<file path="src/logic/cpu_types_pkg.sv">
package cpu_types_pkg;

    // Data and address words
    typedef logic [31:0] u32_t;

    typedef logic [4:0] reg_idx_t;

    // Access size of a load or store
    typedef enum logic [1:0] {
        BYTE      = 2'd0,
        HALF_WORD = 2'd1,
        WORD      = 2'd2
    } byte_type_t;

    typedef logic [5:0] ecode_t;

    localparam ecode_t ECODE_PIL = 6'h01;
    localparam ecode_t ECODE_PIS = 6'h02;
    localparam ecode_t ECODE_ALE = 6'h09;

    // Memory access type where only the cached encoding is decoded
    typedef logic [1:0] mat_t;

    localparam mat_t MAT_CC = 2'd1;

    typedef enum logic [1:0] {
        DC_NOP = 2'd0,
        DC_R   = 2'd1,
        DC_W   = 2'd2
    } dc_op_t;

    localparam int DCACHE_WORDS = 256;
    localparam int DCACHE_IDX_W = $clog2(DCACHE_WORDS);

    // Extra cycles an uncached access holds the cache busy
    localparam int UNCACHED_WAIT = 2;

endpackage
</file>
<file path="src/logic/mem_pass_pkg.sv">
package mem_pass_pkg;

    import cpu_types_pkg::*;

    // Translation state read from the CSR file
    typedef struct packed {
        logic       da;
        logic [2:0] dmw_vseg;
        logic [2:0] dmw_pseg;
        mat_t       dmw_mat;
    } csr_t;

    typedef struct packed {
        logic       valid;
        u32_t       pc;
        u32_t       ex_out;
        u32_t       rkd_data;
        logic       is_mem;
        logic       is_store;
        logic       is_signed;
        byte_type_t byte_type;
        logic       is_wr_rd;
        reg_idx_t   rd;
    } execute_memory1_pass_t;

    typedef struct packed {
        logic   valid;
        ecode_t ecode;
        u32_t   pc;
        u32_t   badv;
    } excp_pass_t;

    typedef struct packed {
        dc_op_t     op;
        byte_type_t byte_type;
        u32_t       pa;
        u32_t       wdata;
        logic       is_cached;
    } dcache_req_t;

    typedef struct packed {
        logic       valid;
        u32_t       pc;
        u32_t       ex_out;
        logic       is_mem;
        logic       is_store;
        logic       is_signed;
        byte_type_t byte_type;
        logic [1:0] byte_off;
        logic       is_wr_rd;
        reg_idx_t   rd;
    } memory1_memory2_pass_t;

    typedef struct packed {
        logic     valid;
        reg_idx_t idx;
        u32_t     data;
        logic     data_valid;
    } forward_req_t;

    typedef struct packed {
        logic     valid;
        reg_idx_t rd;
        u32_t     data;
    } wb_t;

endpackage

</file>
<file path="src/logic/memory2_stage.sv">
`timescale 1ns/1ps

module memory2_stage
    import cpu_types_pkg::*;
    import mem_pass_pkg::*;
(
    input  logic                  clk,
    input  logic                  rst_n,
    input  logic                  flush_i,
    input  memory1_memory2_pass_t pass_i,
    input  excp_pass_t            excp_i,
    input  u32_t                  rdata_i,
    output wb_t                   wb_o,
    output excp_pass_t            excp_o
);

    memory1_memory2_pass_t pass_r;
    excp_pass_t            excp_r;

    u32_t shifted;
    u32_t ld_data;

    always_ff @(posedge clk or negedge rst_n) begin
        if (!rst_n) begin
            pass_r.valid <= 1'b0;
            excp_r.valid <= 1'b0;
        end else if (flush_i) begin
            pass_r.valid <= 1'b0;
            excp_r.valid <= 1'b0;
        end else begin
            pass_r <= pass_i;
            excp_r <= excp_i;
        end
    end

    // Move the addressed lane down to bit 0
    assign shifted = rdata_i >> {pass_r.byte_off, 3'b000};

    always_comb begin
        case (pass_r.byte_type)
            BYTE: begin
                ld_data = {{24{pass_r.is_signed & shifted[7]}}, shifted[7:0]};
            end
            HALF_WORD: begin
                ld_data = {{16{pass_r.is_signed & shifted[15]}}, shifted[15:0]};
            end
            default: begin
                ld_data = rdata_i;
            end
        endcase
    end

    assign wb_o.valid = pass_r.valid & pass_r.is_wr_rd & (pass_r.rd != 5'd0) & ~excp_r.valid;
    assign wb_o.rd    = pass_r.rd;
    assign wb_o.data  = (pass_r.is_mem & ~pass_r.is_store) ? ld_data : pass_r.ex_out;

    assign excp_o = excp_r;

endmodule

</file>
<file path="config.mk">
export PLATFORM = sky130hd
export DESIGN_NAME = memory2_stage
export DESIGN_NICKNAME = d
export VERILOG_FILES = /design/src/logic/cpu_types_pkg.sv /design/src/logic/mem_pass_pkg.sv /design/src/logic/memory2_stage.sv
export SDC_FILE = /design/constraint.sdc
export NUM_CORES = 1
export LEC_CHECK = 0
export BUFFER_PORTS_ARGS = -buffer_cell sky130_fd_sc_hd__buf_4
export CAP_MARGIN = 5
export CORE_MARGIN = 5
export CORE_UTILIZATION = 26
export CTS_CLUSTER_SIZE = 12
export DETAILED_ROUTE_END_ITERATION = 8
export PLACE_DENSITY = 0.59
export SLEW_MARGIN = 15
export SYNTH_ARGS = -nofsm -noshare
export SYNTH_HDL_FRONTEND = slang
export SYNTH_SLANG_ARGS = --single-unit
</file>
<file path="constraint.sdc">
create_clock -name clk -period 1.9 [get_ports clk]
set_input_delay 0.285 -clock clk [delete_from_list [all_inputs] [get_ports clk]]
set_output_delay 0.285 -clock clk [all_outputs]
set_load 0.005 [all_outputs]
</file>
==> impl_metrics.py <==
metrics = {
    "synthesis": {
        "synthTopCellsByArea": "edfxtp_1, nand2_1, nand3_1",
        "synthDominantCellAreaShare_pct": 74.9,
        "synth_top_cell_by_area": "edfxtp_1",
        "synth_seq_area_share_pct": 76.0,
        "async_flop_share_pct": 1.71,
        "synth_edf_count": 115,
        "ys_warn_count": 0,
        "synth.distinct_cells": 35,
        "synth_cells": 299,
        "syn_area_um2": 4610,
        "syn_area_per_cell_um2": 15.4,
        "synth.net_count": 483,
        "ys_top_cells_by_count": "edfxtp_1, nand2_1, nand3_1, a21oi_1",
        "synthFlopType": "edfxtp_1",
        "ys_ff_latch": 117,
        "synth_most_common_cell": "edfxtp_1",
    },
    "floorplan": {
        "core_um2": 17400,
        "dieArea_um2": 20500,
        "num_rows": 48,
        "dieHeight_um": 143,
        "io_pins": 293,
        "die_w_um": 143,
        "start_util_pct": 26.6,
    },
    "sta": {
        "hold_viol": 0,
        "relSlewSlack_pct": 64.9,
        "layout_min_cycle_time_ns": 2.42,
        "fmax_mhz": 414,
        "timing.final.ws_setup_ns": -0.518,
        "timing.hold.ws_ns": 0.0526,
        "report.final.slew_viol_count": 0,
        "setup_violations": 33,
        "fin_crit_sh_pct": 127,
        "fin_setup_tns_ns": -14.63,
        "rsz0062_at_grt": "yes",
        "worst_pin_slew_ns": 0.524,
    },
    "grt": {
        "grt_pass1_wl_um": 22300,
        "grt_usage_pct": 14.5,
        "antenna_found_initial": 0,
        "grt_start_max_net_pins": 73,
        "overflow": 0,
        "grt_pass1_vias": 4055,
    },
    "setup_path": {
        "critPathSlowestCell": "edfxtp_1",
        "cpMostUsedCell": "buf_4",
        "crit_path_max_fanout": 8,
        "startpoint": "pass_r[7]",
        "crit_path_end_kind": "output port",
        "crit_required_ns": 1.62,
        "crit_end": "wb_o[31]",
        "critical_path_class": "reg -> out",
        "max_stage_delay_ns": 0.42,
        "arrival_ns": 2.13,
        "start_kind": "flop",
        "critical_path.cell_chain": "buf_4 -> mux2_2 -> a32oi_4 -> a211o_4 -> nand3_1 -> buf_4",
    },
    "final_layout": {
        "final_area_um2": 7680,
        "fin_nets": 759,
        "postLayoutCoreUtil_pct": 44.3,
        "area_growth_pct": 66.6,
        "drive_above_1_share_pct": 60.4,
        "n_antenna_cell": 0,
    },
    "worst_hold_path": {
        "hp-class": "in -> reg",
    },
    "routing": {
        "drc": 0,
        "drtIter0Drc": 135,
        "via_count": 3675,
        "wl_per_cell_um": 18.9,
        "antenna_left": 0,
        "wl_um": 15400,
        "via_per_inst": 4.52,
        "dr.pass1.iters": 4,
    },
    "clocking": {
        "clock_sinks": 117,
        "root_buffer": "clkbuf_16",
        "cts_max_level": 4,
        "clk_pin_slew_worst_paths_ns": 0.06,
        "cts_buffers": 17,
        "clockBufferDepth": 2,
        "cts_tree": "built",
    },
    "place": {
        "place_congestion": 0.866,
        "dp_hpwl_um": 11500,
        "place_area_um2": 6880,
        "buffer_ports.inserted": 260,
    },
    "run": {
        "cap_viol_max_count": 0,
    },
    "run_status": {
        "violations": "negative setup slack",
        "status": "complete, but fails checks",
    },
    "pwr": {
        "vdd.ir_drop.worst_mv": 0.551,
        "power.density_nw_per_um2": 959,
        "p_leak_uw": 0.00325,
    },
}
==> metal layers <==
layer	GRT usage, %	vias to the layer above	wire length, µm
met5	0	-	0
li1	-	1683	-
met4	6.30	0	378
met1	15.8	1758	5680
met3	6.50	22	1690
met2	24.6	212	7640
==> state kept, by name, summed over array words and instances, names as in the netlist <==
name    cells
excp_o     71
pass_r     41
wb_o        5
==> area by class of cell <==
type / instances / area [µm²]
flip-flops and latches: 117 / 3500
inverters: 2 / 7.51
clock buffers: 18 / 429
multi-input cells: 158 / 1130
well taps: 225 / 282
fillers: 1599 / 9680
repair buffers: 279 / 2150
clock inverters: 14 / 175
==> stage by stage <==
| step | power (µW) | cells | worst slack, ns |
|---|---|---|---|
| 4_1_cts | 7440 | 812 | -0.498 |
| 3_3_place_gp | 4080 | 776 | -0.0461 |
| 5_1_grt | 7670 | 813 | -0.571 |
| 6_report | 7370 | 813 | -0.518 |
| 2_1_floorplan | 3440 | 299 | -0.547 |
| 3_5_place_dp | 4090 | 776 | -0.0774 |
==> repair_timing <==
item | 4_1_cts | 5_1_grt
pin swaps | 4 | 10
cloned | 1 | 0
endpoints found under the hold margin | 2 | 0
gates resized for setup | 23 | 17
buffers inserted | 2 | 2
hold buffers | 1 | 0
setup endpoints to repair | 33 | 33
==> worst min-delay path by stage <==
stage,start,cells after the start,slack (ns),endpoint
global placement,rst_n,1,0.07,excp_o[70]
global route,excp_i[64],1,0.02,excp_o[64]
CTS,pass_i[4],1,0.03,wb_o[36]
finish,excp_i[59],1,0.05,excp_o[59]
detailed placement,rst_n,1,0.08,pass_r[77]
floorplan,rst_n,0,-0.01,excp_o[70]
==> cell usage in the layout (no fill, tap or decap), types with 2 or more instances in the layout <==
cell type and n:
inv_1 2, a2bb2oi_2 3, clkinv_2 2, buf_12 4, inv_6 3, o22ai_1 6
a22o_1 7, clkbuf_16 17, edfxtp_1 115, a21oi_1 8, o21ai_1 5, a21oi_2 8
nor2b_1 2, or2_4 3, a211o_4 2, or2_2 4, buf_4 272, mux2i_4 2
o21ai_0 3, clkinvlp_4 3, clkinv_4 3, bufinv_16 3, nand3_2 11, nor2_1 10
nand3_1 21, a2bb2oi_1 5, dfrtp_1 2, nand2b_1 3, mux2i_1 6, buf_6 2
nand2_1 32
==> cell families after synthesis <==
family          count (synthesis)  synth area share, %
compound gates                 50                 7.33
xor+xnor                        1                0.190
buf+inv                        25                 2.82
flops                         117                 76.0
mux                            10                 2.55
simple gates                   96                 11.1
==> report_power, final <==
part | switching (µW) | internal [µW] | leakage, µW | total (µW)
clock | 1180 | 2070 | 0.000287 | 3260
sequential | 63.3 | 3030 | 0.00111 | 3100
combinational | 432 | 586 | 0.00186 | 1020
==> critical path: cells and delay by family, from the launching register on <==
family	cells	cell delay (ns)
buffers and inverters	2	0.30
muxes	1	0.37
AOI/OAI and AO/OA	2	0.54
DFF	1	0.42
and+or+nand+nor	1	0.10
(Power assumes the default switching activity.)
