$ cat config.mk
export PLATFORM = sky130hd
export DESIGN_NAME = memory1_stage
export DESIGN_NICKNAME = d
export VERILOG_FILES = /design/src/logic/cpu_types_pkg.sv /design/src/logic/mem_pass_pkg.sv /design/src/logic/memory1_stage.sv /design/src/logic/addr_trans.sv
export SDC_FILE = /design/constraint.sdc
export NUM_CORES = 1
export LEC_CHECK = 0
export BUFFER_PORTS_ARGS = -buffer_cell sky130_fd_sc_hd__buf_2
export CORE_AREA = 2 2 147 149
export DETAILED_ROUTE_END_ITERATION = 8
export DIE_AREA = 0 0 149 151
export PLACE_DENSITY = 0.53
export SETUP_SLACK_MARGIN = 0.05
export SYNTH_ARGS = -nofsm -noshare
export SYNTH_HDL_FRONTEND = slang
export SYNTH_SLANG_ARGS = --single-unit
$ cat constraint.sdc
create_clock -name clk -period 11.5 [get_ports clk]
set_clock_uncertainty 0.1 [all_clocks]
set_input_delay 2.3 -clock clk [delete_from_list [all_inputs] [get_ports clk]]
set_output_delay 2.3 -clock clk [all_outputs]
set_load 0.1 [all_outputs]
$ cat src/logic/cpu_types_pkg.sv
package cpu_types_pkg;

    // Data and address words
    typedef logic [31:0] u32_t;

    typedef logic [4:0] reg_idx_t;

    // Access size of a load or store
    typedef enum logic [1:0] {
        BYTE      = 2'd0,
        HALF_WORD = 2'd1,
        WORD      = 2'd2
    } byte_type_t;

    typedef logic [5:0] ecode_t;

    localparam ecode_t ECODE_PIL = 6'h01;
    localparam ecode_t ECODE_PIS = 6'h02;
    localparam ecode_t ECODE_ALE = 6'h09;

    // Memory access type where only the cached encoding is decoded
    typedef logic [1:0] mat_t;

    localparam mat_t MAT_CC = 2'd1;

    typedef enum logic [1:0] {
        DC_NOP = 2'd0,
        DC_R   = 2'd1,
        DC_W   = 2'd2
    } dc_op_t;

    localparam int DCACHE_WORDS = 256;
    localparam int DCACHE_IDX_W = $clog2(DCACHE_WORDS);

    // Extra cycles an uncached access holds the cache busy
    localparam int UNCACHED_WAIT = 2;

endpackage
$ cat src/logic/mem_pass_pkg.sv
package mem_pass_pkg;

    import cpu_types_pkg::*;

    // Translation state read from the CSR file
    typedef struct packed {
        logic       da;
        logic [2:0] dmw_vseg;
        logic [2:0] dmw_pseg;
        mat_t       dmw_mat;
    } csr_t;

    typedef struct packed {
        logic       valid;
        u32_t       pc;
        u32_t       ex_out;
        u32_t       rkd_data;
        logic       is_mem;
        logic       is_store;
        logic       is_signed;
        byte_type_t byte_type;
        logic       is_wr_rd;
        reg_idx_t   rd;
    } execute_memory1_pass_t;

    typedef struct packed {
        logic   valid;
        ecode_t ecode;
        u32_t   pc;
        u32_t   badv;
    } excp_pass_t;

    typedef struct packed {
        dc_op_t     op;
        byte_type_t byte_type;
        u32_t       pa;
        u32_t       wdata;
        logic       is_cached;
    } dcache_req_t;

    typedef struct packed {
        logic       valid;
        u32_t       pc;
        u32_t       ex_out;
        logic       is_mem;
        logic       is_store;
        logic       is_signed;
        byte_type_t byte_type;
        logic [1:0] byte_off;
        logic       is_wr_rd;
        reg_idx_t   rd;
    } memory1_memory2_pass_t;

    typedef struct packed {
        logic     valid;
        reg_idx_t idx;
        u32_t     data;
        logic     data_valid;
    } forward_req_t;

    typedef struct packed {
        logic     valid;
        reg_idx_t rd;
        u32_t     data;
    } wb_t;

endpackage

$ cat src/logic/memory1_stage.sv
`timescale 1ns/1ps

module memory1_stage
    import cpu_types_pkg::*;
    import mem_pass_pkg::*;
(
    input  logic                  clk,
    input  logic                  rst_n,
    input  logic                  flush_i,
    input  execute_memory1_pass_t pass_i,
    input  csr_t                  csr_i,
    input  logic                  dcache_ready_i,
    output logic                  stall_o,
    output dcache_req_t           dc_req_o,
    output forward_req_t          fwd_o,
    output memory1_memory2_pass_t pass_o,
    output excp_pass_t            excp_o
);

    execute_memory1_pass_t pass_r;

    u32_t       pa;
    mat_t       mat;
    excp_pass_t trans_excp;

    logic chk_excp;
    logic eu_do;
    logic mem_req;
    logic valid_out;
    u32_t st_data;

    always_ff @(posedge clk or negedge rst_n) begin
        if (!rst_n) begin
            pass_r.valid <= 1'b0;
        end else if (flush_i) begin
            pass_r.valid <= 1'b0;
        end else if (!stall_o) begin
            pass_r <= pass_i;
        end
    end

    assign chk_excp = pass_r.valid & pass_r.is_mem;

    addr_trans u_addr_trans (
        .en_i        (chk_excp),
        .va_i        (pass_r.ex_out),
        .is_store_i  (pass_r.is_store),
        .byte_type_i (pass_r.byte_type),
        .csr_i       (csr_i),
        .pa_o        (pa),
        .mat_o       (mat),
        .excp_o      (trans_excp)
    );

    assign eu_do   = pass_r.valid & ~trans_excp.valid;
    assign mem_req = eu_do & pass_r.is_mem;

    // Wait here until the cache takes the request
    assign stall_o = mem_req & ~dcache_ready_i;

    assign valid_out = pass_r.valid & ~stall_o & ~flush_i;

    // Copy the store data into every lane so the cache can pick lanes by byte enable
    always_comb begin
        case (pass_r.byte_type)
            BYTE:      st_data = {4{pass_r.rkd_data[7:0]}};
            HALF_WORD: st_data = {2{pass_r.rkd_data[15:0]}};
            default:   st_data = pass_r.rkd_data;
        endcase
    end

    always_comb begin
        dc_req_o.op        = DC_NOP;
        dc_req_o.byte_type = pass_r.byte_type;
        dc_req_o.pa        = pa;
        dc_req_o.wdata     = st_data;
        dc_req_o.is_cached = (mat == MAT_CC);
        if (mem_req && !flush_i) begin
            dc_req_o.op = pass_r.is_store ? DC_W : DC_R;
        end
    end

    // Load results are not known yet
    assign fwd_o.valid      = (pass_r.rd != 5'd0) & pass_r.is_wr_rd & eu_do;
    assign fwd_o.idx        = pass_r.rd;
    assign fwd_o.data       = pass_r.ex_out;
    assign fwd_o.data_valid = ~(pass_r.is_mem & ~pass_r.is_store);

    always_comb begin
        excp_o       = trans_excp;
        excp_o.pc    = pass_r.pc;
        excp_o.valid = trans_excp.valid & valid_out;
    end

    assign pass_o.valid     = valid_out;
    assign pass_o.pc        = pass_r.pc;
    assign pass_o.ex_out    = pass_r.ex_out;
    assign pass_o.is_mem    = pass_r.is_mem;
    assign pass_o.is_store  = pass_r.is_store;
    assign pass_o.is_signed = pass_r.is_signed;
    assign pass_o.byte_type = pass_r.byte_type;
    assign pass_o.byte_off  = pa[1:0];
    assign pass_o.is_wr_rd  = pass_r.is_wr_rd;
    assign pass_o.rd        = pass_r.rd;

    // A faulting access must never reach the cache
    a_no_req_on_excp: assert property (
        @(posedge clk) disable iff (!rst_n)
        (dc_req_o.op != DC_NOP) |->
            !(pass_r.byte_type == HALF_WORD && pass_r.ex_out[0]) &&
            !(pass_r.byte_type == WORD && pass_r.ex_out[1:0] != 2'b00) &&
            (csr_i.da || pass_r.ex_out[31:29] == csr_i.dmw_vseg)
    );

endmodule

$ cat src/logic/addr_trans.sv
`timescale 1ns/1ps

module addr_trans
    import cpu_types_pkg::*;
    import mem_pass_pkg::*;
(
    input  logic       en_i,
    input  u32_t       va_i,
    input  logic       is_store_i,
    input  byte_type_t byte_type_i,
    input  csr_t       csr_i,
    output u32_t       pa_o,
    output mat_t       mat_o,
    output excp_pass_t excp_o
);

    logic misalign;
    logic in_window;

    always_comb begin
        case (byte_type_i)
            HALF_WORD: misalign = va_i[0];
            WORD:      misalign = |va_i[1:0];
            default:   misalign = 1'b0;
        endcase
    end

    assign in_window = (va_i[31:29] == csr_i.dmw_vseg);

    // Direct address mode is identity mapped and always cached
    always_comb begin
        if (csr_i.da) begin
            pa_o  = va_i;
            mat_o = MAT_CC;
        end else begin
            pa_o  = {csr_i.dmw_pseg, va_i[28:0]};
            mat_o = csr_i.dmw_mat;
        end
    end

    always_comb begin
        excp_o.valid = 1'b0;
        excp_o.ecode = ECODE_ALE;
        excp_o.pc    = '0;
        excp_o.badv  = va_i;
        if (en_i) begin
            // Misalignment wins over a window miss
            if (misalign) begin
                excp_o.valid = 1'b1;
                excp_o.ecode = ECODE_ALE;
            end else if (!csr_i.da && !in_window) begin
                excp_o.valid = 1'b1;
                excp_o.ecode = is_store_i ? ECODE_PIS : ECODE_PIL;
            end
        end
    end

endmodule

==> results of run 1 <==
-- cell usage after synthesis (all sizes together) --
master / number
buf: 226
edfxtp: 107
nand2: 19
mux2: 11
a22o: 8
a22oi: 8
inv: 4
ha: 3
xnor2: 3
nand2b: 2
nand3: 2
nor2: 2
o211ai: 2
o311a: 2
a21o: 1
a311oi: 1
a31o: 1
a31oi: 1
a32o: 1
and3: 1
and3b: 1
and4: 1
conb: 1
dfrtp: 1
nand4: 1
nor3: 1
nor4: 1
o2111ai: 1
o31ai: 1
or4: 1
-- power groups by stage --
| stage | registers, µW | clock network, µW | logic, µW |
|---|---|---|---|
| final | 465 | 324 | 380 |
| after global routing | 468 | 356 | 390 |
| after global placement | 474 | 0 | 382 |
| after detailed placement | 475 | 0 | 383 |
| after CTS | 466 | 338 | 383 |
| after floorplan | 473 | 0 | 363 |
-- layer usage --
layer,up-vias,part of all wire,wire length (µm)
li1,1534,-,-
met1,1498,0.39,4880
met2,233,0.51,6400
met3,15,0.090,1140
met4,0,0.019,246
met5,-,0,0
-- stage by stage --
step,util,instance area (µm²),cells,hold WS (ns),setup slack [ns]
floorplan,-,5550,417,0.806,3.53
global placement,0.293,6110,843,0.932,5.51
detailed placement,0.293,6110,843,0.933,5.46
CTS,0.308,6420,858,0.957,5.45
global route,0.308,6420,858,1.03,5.34
finish,0.308,6420,858,0.963,5.46
-- cell type report --
type / count / area, µm²
Fill cell: 2114 / 14400
Sequential cell: 108 / 3240
Timing Repair Buffer: 377 / 1890
Multi-Input combinational cell: 79 / 621
Tap cell: 275 / 344
Clock buffer: 9 / 225
Clock inverter: 6 / 83.8
Inverter: 4 / 15.0
-- worst min-delay path, cell delays in order, from the launching register on --
cell and delay, ns:
edfxtp_1 0.41, xnor2_1 0.21, a31o_1 0.23, a32o_1 0.18
-- cells by family after synthesis --
| kind of cell | Yosys count | synth area share |
|---|---|---|
| compound gates | 27 | 0.0449 |
| xor+xnor | 3 | 0.00474 |
| fa+ha+maj | 3 | 0.00677 |
| buf+inv | 230 | 0.308 |
| flops | 108 | 0.584 |
| mux | 11 | 0.0223 |
| other cells | 1 | 0.000676 |
| simple gates | 32 | 0.0291 |
-- flip-flops by register name (all words and copies together) (netlist names) --
name	count
excp_o	32
pass_o	4
pass_r	33
fwd_o	37
dc_req_o	2
-- final timing paths --
| kind | end | slack (ns) | cells after the start |
|---|---|---|---|
| min in group asynchronous | pass_r[107] | 1.63 | 1 |
| worst max register to register | pass_r[25] | 7.95 | 6 |
| worst max-delay path | fwd_o[38] | 5.46 | 5 |
| max in group asynchronous | pass_r[107] | 9.58 | 1 |
| worst min-delay path | pass_r[107] | 0.96 | 3 |
| worst min register to register | pass_r[107] | 0.96 | 3 |
==> reports/metrics.cfg, run 1 <==
[synth]
ys_warn_count = 0
yosys-top-cells-area = edfxtp_1 58%, buf_4 30%, mux2_2 2.2%
synth_top_area_share = 0.579
synthDistinctLibCells = 35
yosysSeqAreaShare = 0.584
avgSynthCellArea_um2 = 13.4
syn_inst = 415
synth-seq-cells = 108
synth_largest_area_cell = edfxtp_1
syn-cell-area_um2 = 5550

[cells_and_area]
syn_to_final_growth_pct = 15.7
final_nets = 703
final_common_cell = buf_2
antenna_cells = 0
layout-drive-gt1-share = 0.702
layout_common_cells = 375 x buf_2, 107 x edfxtp_1, 19 x nand2_1

[floorplanning]
fp-row-count = 53
initial_utilization = 0.266
ios = 379
fp.dieH_um = 151
die_w_um = 149
core_um2 = 20800
die-area_um2 = 22500

[critical_path]
worst_setup_path_end_kind = primary output
cpMostUsedCell = buf_2
cp_cell_sequence = buf_2, xnor2_1, a31oi_4, o31ai_1, buf_2
cp.arrival_ns = 3.64
timing.rr.start = dc_req_o[66]
crit_start = csr_i[5]
critPathKind = input pin to primary output
worstSetupStartpointType = input pin
critical_path.max_fanout = 8
crit_slowest_cell = buf_2
cp_top_family = buffers and inverters
crit_required_ns = 9.10
slowest_delay_ns = 0.47
cp.buffers_inverters = 2

[power_and_ir_drop]
intPower_uw = 675
pwr-share-comb = 0.325
p_leak_uw = 0.00294
pwr-share-clk = 0.277
power_frac_seq = 0.398
power_density_nw_per_um2 = 182
vdd_drop_max_mv = 0.0759
switchingPower_uw = 495
p_sw_frac = 0.423
finalPower_uw = 1170

[global_routing]
grt-ovfl-total = 0
grt_max_degree = 56
antenna_found_initial = 0
grt_pass1_wl_um = 17000
track_usage = 0.103
busiest_layer = met2
grt_use_met3 = 0.0307
grt_pass1_vias = 2924
met2_usage = 0.176
use_met1 = 0.120

[sta]
hold_violations = 0
worstMarginPinSlew_ns = 0.732
setup_tns_ns = 0
setup_violations = 0
maxSlewViolCount = 0
rsz0062_at_grt = false
post-route-period-util = 0.525
clock.fmax_mhz = 166
slew-limit-headroom = 0.512
finalCriticalPeriod_ns = 6.04

[clock_tree]
numCtsBuffers = 9
h-tree-depth = 3
cts_tree = yes
insertion_delay_ns = 0.35
clkSinkCount = 108
clkTransAtPathRegs_ns = 0.07
postCtsHoldBufs = 0
root_buffer = clkbuf_16
clk_path_buf_depth = 2
cts_resized = 0
cts_setup_buffers = 0

[detailed_routing]
ant_nets = 0
drt-initial-drc-count = 149
via_per_inst = 3.82
routedWlPerCell_um = 14.8
first_pass_iters = 4
vias = 3280
drc_errors = 0
drt_wl_total_um = 12700

[placement]
place.gp.congestion = 0.755
port_buffers = 375
dp_hpwl_um = 9940

[job]
drv_cap = 0

[worst_hold_path]
hp-class = register to register
hold_start = fwd_o[31]

[outcome]
outcome = finished, final reports clean

Note: power is estimated with default switching activity, not from simulation.
==> inputs of run 2 (changes only) <==
--- a/config.mk
+++ b/config.mk
@@ -5,11 +5,12 @@
 export SDC_FILE = /design/constraint.sdc
 export NUM_CORES = 1
 export LEC_CHECK = 0
+export ABC_AREA = 1
 export BUFFER_PORTS_ARGS = -buffer_cell sky130_fd_sc_hd__buf_2
-export CORE_AREA = 2 2 147 149
+export CORE_AREA = 2 2 149 151
 export DETAILED_ROUTE_END_ITERATION = 8
-export DIE_AREA = 0 0 149 151
-export PLACE_DENSITY = 0.53
+export DIE_AREA = 0 0 151 153
+export PLACE_DENSITY = 0.52
 export SETUP_SLACK_MARGIN = 0.05
 export SYNTH_ARGS = -nofsm -noshare
 export SYNTH_HDL_FRONTEND = slang
==> constraint.sdc (replaced) <==
create_clock -name clk -period 5.7 [get_ports clk]
set_clock_uncertainty 0.1 [all_clocks]
set_input_delay 1.14 -clock clk [delete_from_list [all_inputs] [get_ports clk]]
set_output_delay 1.14 -clock clk [all_outputs]
set_load 0.1 [all_outputs]
==> run 2 against run 1 <==
Register-to-register slack got worse by 5.2 ns. Flip-flop and latch count unchanged. Sequential power increased by 100%. Setup slack got worse by 4.0 ns. Area after synthesis decreased by 0.27%. Total power increased by 100%. Hold slack got worse by 0.50 ns. Utilization decreased by 0.91 points. Final cell count increased by 7.3%. Critical endpoint is now dc_req_o[18]. Largest power group unchanged.
==> reports/metrics.cfg, run 2 <==
[synth]
synthArstFlopShare = 0.00926
synth-seq-cells = 108
synthDistinctLibCells = 21
avgSynthCellArea_um2 = 11.8
synth_largest_area_cell = edfxtp_1
synth.top_cells.by_count = 221 x buf_4, 107 x edfxtp_1, 44 x nand2_1
ys_warn_count = 0
syn_inst = 470
syn-cell-area_um2 = 5530
synth_top_area_share = 0.581
synth.most_common_cell = buf_4
yosysSeqAreaShare = 0.585
synth-edff-count = 107
yosys-top-cells-area = edfxtp_1 58%, buf_4 30%, nand2_1 3.0%
dominantRegCellSynth = edfxtp_1

[global_routing]
grt_pass1_vias = 3181
grt_max_degree = 52
grt-ovfl-total = 0
track_usage = 0.114
grt_pass1_wl_um = 18900
antenna_found_initial = 0

[detailed_routing]
drt_wl_total_um = 13500
vias = 3361
drt-initial-drc-count = 112
first_pass_iters = 4
ant_nets = 0
routedWlPerCell_um = 14.7
drc_errors = 0
via_per_inst = 3.65

[clock_tree]
cts_tree = yes
cts_resized = 0
root_buffer = clkbuf_16
insertion_delay_ns = 0.35
cts_setup_buffers = 0
numCtsBuffers = 9
clkSinkCount = 108
clk_path_buf_depth = 2
clkTransAtPathRegs_ns = 0.07
h-tree-depth = 3
postCtsHoldBufs = 0

[power_and_ir_drop]
p_sw_frac = 0.427
pwr-share-comb = 0.326
vdd_drop_max_mv = 0.137
power_density_nw_per_um2 = 369
power_frac_seq = 0.395
finalPower_uw = 2370
pwr-share-clk = 0.279
switchingPower_uw = 1010
intPower_uw = 1360
p_leak_uw = 0.00310

[placement]
place_area_um2 = 6110
port_buffers = 375
place.gp.congestion = 0.767
dp_hpwl_um = 10900

[sta]
slew-limit-headroom = 0.150
clock.fmax_mhz = 238
setup_tns_ns = 0
post-route-period-util = 0.737
rsz0062_at_grt = false
finalCriticalPeriod_ns = 4.20
hold_violations = 0
maxSlewViolCount = 0
worstMarginPinSlew_ns = 1.27
setup_violations = 0

[critical_path]
crit_required_ns = 4.46
cp.arrival_ns = 2.96
crit_slowest_cell = nor2_2
worst_setup_path_end_kind = primary output
critical_path.max_fanout = 24
cp_cell_sequence = inv_1, ha_1, nor2_2, nand2_1, o21ai_1, buf_2
slowest_delay_ns = 1.04
critPathKind = register to primary output
worstSetupStartpointType = register
reg2reg_slack_ns = 2.74

[cells_and_area]
largest_reg_flops = 37
final_common_cell = buf_2
antenna_cells = 0
layout-drive-gt1-share = 0.622
fin_area_um2 = 6430
syn_to_final_growth_pct = 16.2
final_nets = 760
layout_common_cells = 375 x buf_2, 107 x edfxtp_1, 44 x nand2_1

[floorplanning]
die-area_um2 = 23100
fp-row-count = 54
ios = 379
fp.dieH_um = 153
core_um2 = 21500
die_w_um = 151
initial_utilization = 0.257

[job]
drv_cap = 0

[outcome]
outcome = finished, final reports clean

[worst_hold_path]
hp-class = input pin to asynchronous set/reset pin

==> run 2: power groups by stage <==
stage	clock network [µW]	logic [µW]	registers, µW
finish	662	773	935
global route	722	794	941
CTS	697	777	937
detailed placement	0	777	954
global placement	0	775	954
floorplan	0	732	951
==> run 2: final cells by class <==
class / instances / area (µm²)
fillers: 2289 / 15100
flip-flops and latches: 108 / 3240
repair buffers: 377 / 1890
multi-input cells: 97 / 473
well taps: 280 / 350
clock buffers: 9 / 225
inverters: 43 / 161
clock inverters: 7 / 87.6
==> run 2: kinds of logic after synthesis <==
logic type	share of synthesized area
AO/OA/AOI/OAI	0.0323
XOR/XNOR	0.00158
adder cells (fa/ha/maj)	0.00679
buffers and inverters	0.332
flip-flops	0.585
other	0.000678
AND/OR/NAND/NOR	0.0414
==> run 2: final timing paths <==
kind	start	end	depth (start not counted)
hold / removal	rst_n	pass_r[107]	1
setup reg to reg	dc_req_o[66]	fwd_o[37]	8
min in group clk	pass_r[107]	pass_r[107]	4
max in group asynchronous	rst_n	pass_r[107]	1
setup / recovery	dc_req_o[65]	dc_req_o[18]	6
hold reg to reg	pass_r[107]	pass_r[107]	4
==> run 2: routing by layer <==
layer  GRT usage  wire length, µm  part of all wire
met1       0.139             5590              0.41
met2       0.190             6590              0.49
met4      0.0365              180             0.013
met3      0.0352             1190             0.088
met5           0                0                 0
==> run 2: critical path, delay by kind of cell (launching register included) <==
family                     cells  cell delay, ns
DFF                            1            0.39
buffers and inverters          2            0.53
and+or+nand+nor                2            1.16
adders and majority gates      1            0.40
AOI/OAI and AO/OA              1            0.14
==> run 2: metrics by stage <==
step | util | worst slack, ns | std cells | hold WS (ns)
final | 0.299 | 1.50 | 921 | 0.460
after global routing | 0.299 | 1.29 | 921 | 0.449
after CTS | 0.299 | 1.50 | 921 | 0.439
after detailed placement | 0.285 | 1.89 | 905 | 0.692
after global placement | 0.285 | 2.01 | 905 | 0.679
after floorplan | - | 0.408 | 472 | 0.606
==> inputs of run 3 (changes only) <==
==> constraint.sdc (replaced) <==
create_clock -name clk -period 4.35 [get_ports clk]
set_clock_uncertainty 0.1 [all_clocks]
set_input_delay 0.87 -clock clk [delete_from_list [all_inputs] [get_ports clk]]
set_output_delay 0.87 -clock clk [all_outputs]
set_load 0.1 [all_outputs]
==> run 3 against run 2 <==
Combinational power is 31% higher. Wire length fell by 3.9%. Utilization hardly changed. Setup slack worse by 0.59 ns. Flip-flop and latch count is the same. Register-to-register slack worse by 0.97 ns. Sequential share of layout area hardly changed. Die area unchanged. Sequential power rose by 30%. Critical path depth grew 1. Hold slack worse by 0.27 ns. Final cell count rose by 0.22%.
==> reports/metrics.cfg, run 3 (same netlist as run 2, synthesis figures left out) <==
[placement]
place_area_um2 = 6130
dp_hpwl_um = 10300
port_buffers = 375
dp_slack_ns = 1.17
place.gp.congestion = 0.735

[clock_tree]
cts_resized = 0
clk_path_buf_depth = 2
insertion_delay_ns = 0.34
numCtsBuffers = 9
cts_setup_buffers = 0
root_buffer = clkbuf_16
h-tree-depth = 3
clkTransAtPathRegs_ns = 0.08
postCtsHoldBufs = 0
cts_tree = yes
clkSinkCount = 108

[sta]
finalCriticalPeriod_ns = 3.44
worstMarginPinSlew_ns = 0.828
setup_slack_ns = 0.910
post-route-period-util = 0.791
slew-limit-headroom = 0.448
hold_violations = 0
clock.fmax_mhz = 291
rsz0062_at_grt = false
maxSlewViolCount = 0
setup_tns_ns = 0
setup_violations = 0

[critical_path]
cp.arrival_ns = 2.47
cp_cell_sequence = inv_1, ha_1, inv_2, o22ai_1, inv_1, o21ai_1, buf_2
r2r_cells = 8
crit_required_ns = 3.38
worst_setup_path_end_kind = primary output
cpMostUsedCell = inv_1
worstSetupStartpointType = register
slowest_delay_ns = 0.51
timing.rr.start = dc_req_o[66]
crit_slowest_cell = ha_1
rr_endpoint = pass_r[17]
cp_top_family = buffers and inverters
reg2reg_slack_ns = 1.77
cp.buffers_inverters = 4
critical_path.max_fanout = 10
critPathKind = register to primary output

[detailed_routing]
drt-initial-drc-count = 77
first_pass_iters = 5
drt_wl_total_um = 13000
ant_nets = 0
drc_errors = 0
routedWlPerCell_um = 14.1
via_per_inst = 3.70
vias = 3419

[floorplanning]
die-area_um2 = 23100
die_w_um = 151
fp.dieH_um = 153
ios = 379
fp-row-count = 54
initial_utilization = 0.257
core_um2 = 21500

[cells_and_area]
final_nets = 761
syn_to_final_growth_pct = 16.2
utilization = 0.299
final_common_cell = buf_2
layout_common_cells = 375 x buf_2, 107 x edfxtp_1, 44 x nand2_1
fin_area_um2 = 6430
largest_reg_flops = 37
layout-drive-gt1-share = 0.625

[global_routing]
track_usage = 0.108
antenna_found_initial = 4
grt-ovfl-total = 0
grt_use_met3 = 0.0382
grt_pass1_wl_um = 18400
grt_pass1_vias = 3214
grt_max_degree = 64
met2_usage = 0.202
busiest_layer = met2
use_met1 = 0.108

[outcome]
outcome = finished, final reports clean

[power_and_ir_drop]
vdd_drop_max_mv = 0.189
finalPower_uw = 3040
p_leak_uw = 0.00309
power_density_nw_per_um2 = 474

[worst_hold_path]
hp-class = input pin to asynchronous set/reset pin

[job]
drv_cap = 0

## run 3: final cells by class
cell class                 count  area [µm²]
clock inverter                 7        66.3
fill                        2302       15100
tap                          280         350
antenna                        1        2.50
multi-input combinational     97         483
sequential                   108        3240
timing repair buffer         378        1900
inverter                      43         161
clock buffer                   9         225
## run 3: how the worst max path moves through the flow
stage	from	end	slack, ns	depth (start not counted)
3_3_place_gp	dc_req_o[65]	dc_req_o[10]	1.19	7
5_1_grt	dc_req_o[65]	dc_req_o[10]	0.62	7
4_1_cts	dc_req_o[65]	dc_req_o[10]	0.76	7
2_1_floorplan	csr_i[8]	dc_req_o[62]	0.35	2
3_5_place_dp	dc_req_o[66]	dc_req_o[10]	1.17	7
6_report	dc_req_o[65]	dc_req_o[10]	0.91	7
## run 3: through the flow
stage / instances / hold slack (ns)
final: 923 / 0.189
after global routing: 923 / 0.166
after CTS: 922 / 0.161
after detailed placement: 906 / 0.553
after global placement: 906 / 0.552
after floorplan: 472 / 0.474
## run 3: power by group
group          leakage (µW)  internal [µW]  switching (µW)  total, µW
logic               0.00194            122             890       1010
registers           0.00102           1200            25.5       1220
clock network      0.000143            403             405        808
## run 3: worst register-to-register path, stage by stage, from the launching register on
cell	delay [ns]
edfxtp_1	0.43
inv_1	0.10
ha_1	0.27
a21o_1	0.19
a21oi_2	0.08
nand3_1	0.12
nand2_1	0.12
nor2_4	0.10
buf_4	0.62
## run 3: routing by layer
layer  up-vias  share of wire
met1      1546           0.36
met3        23          0.085
met5         -         0.0029
li1       1642              -
met4         6          0.023
met2       202           0.53
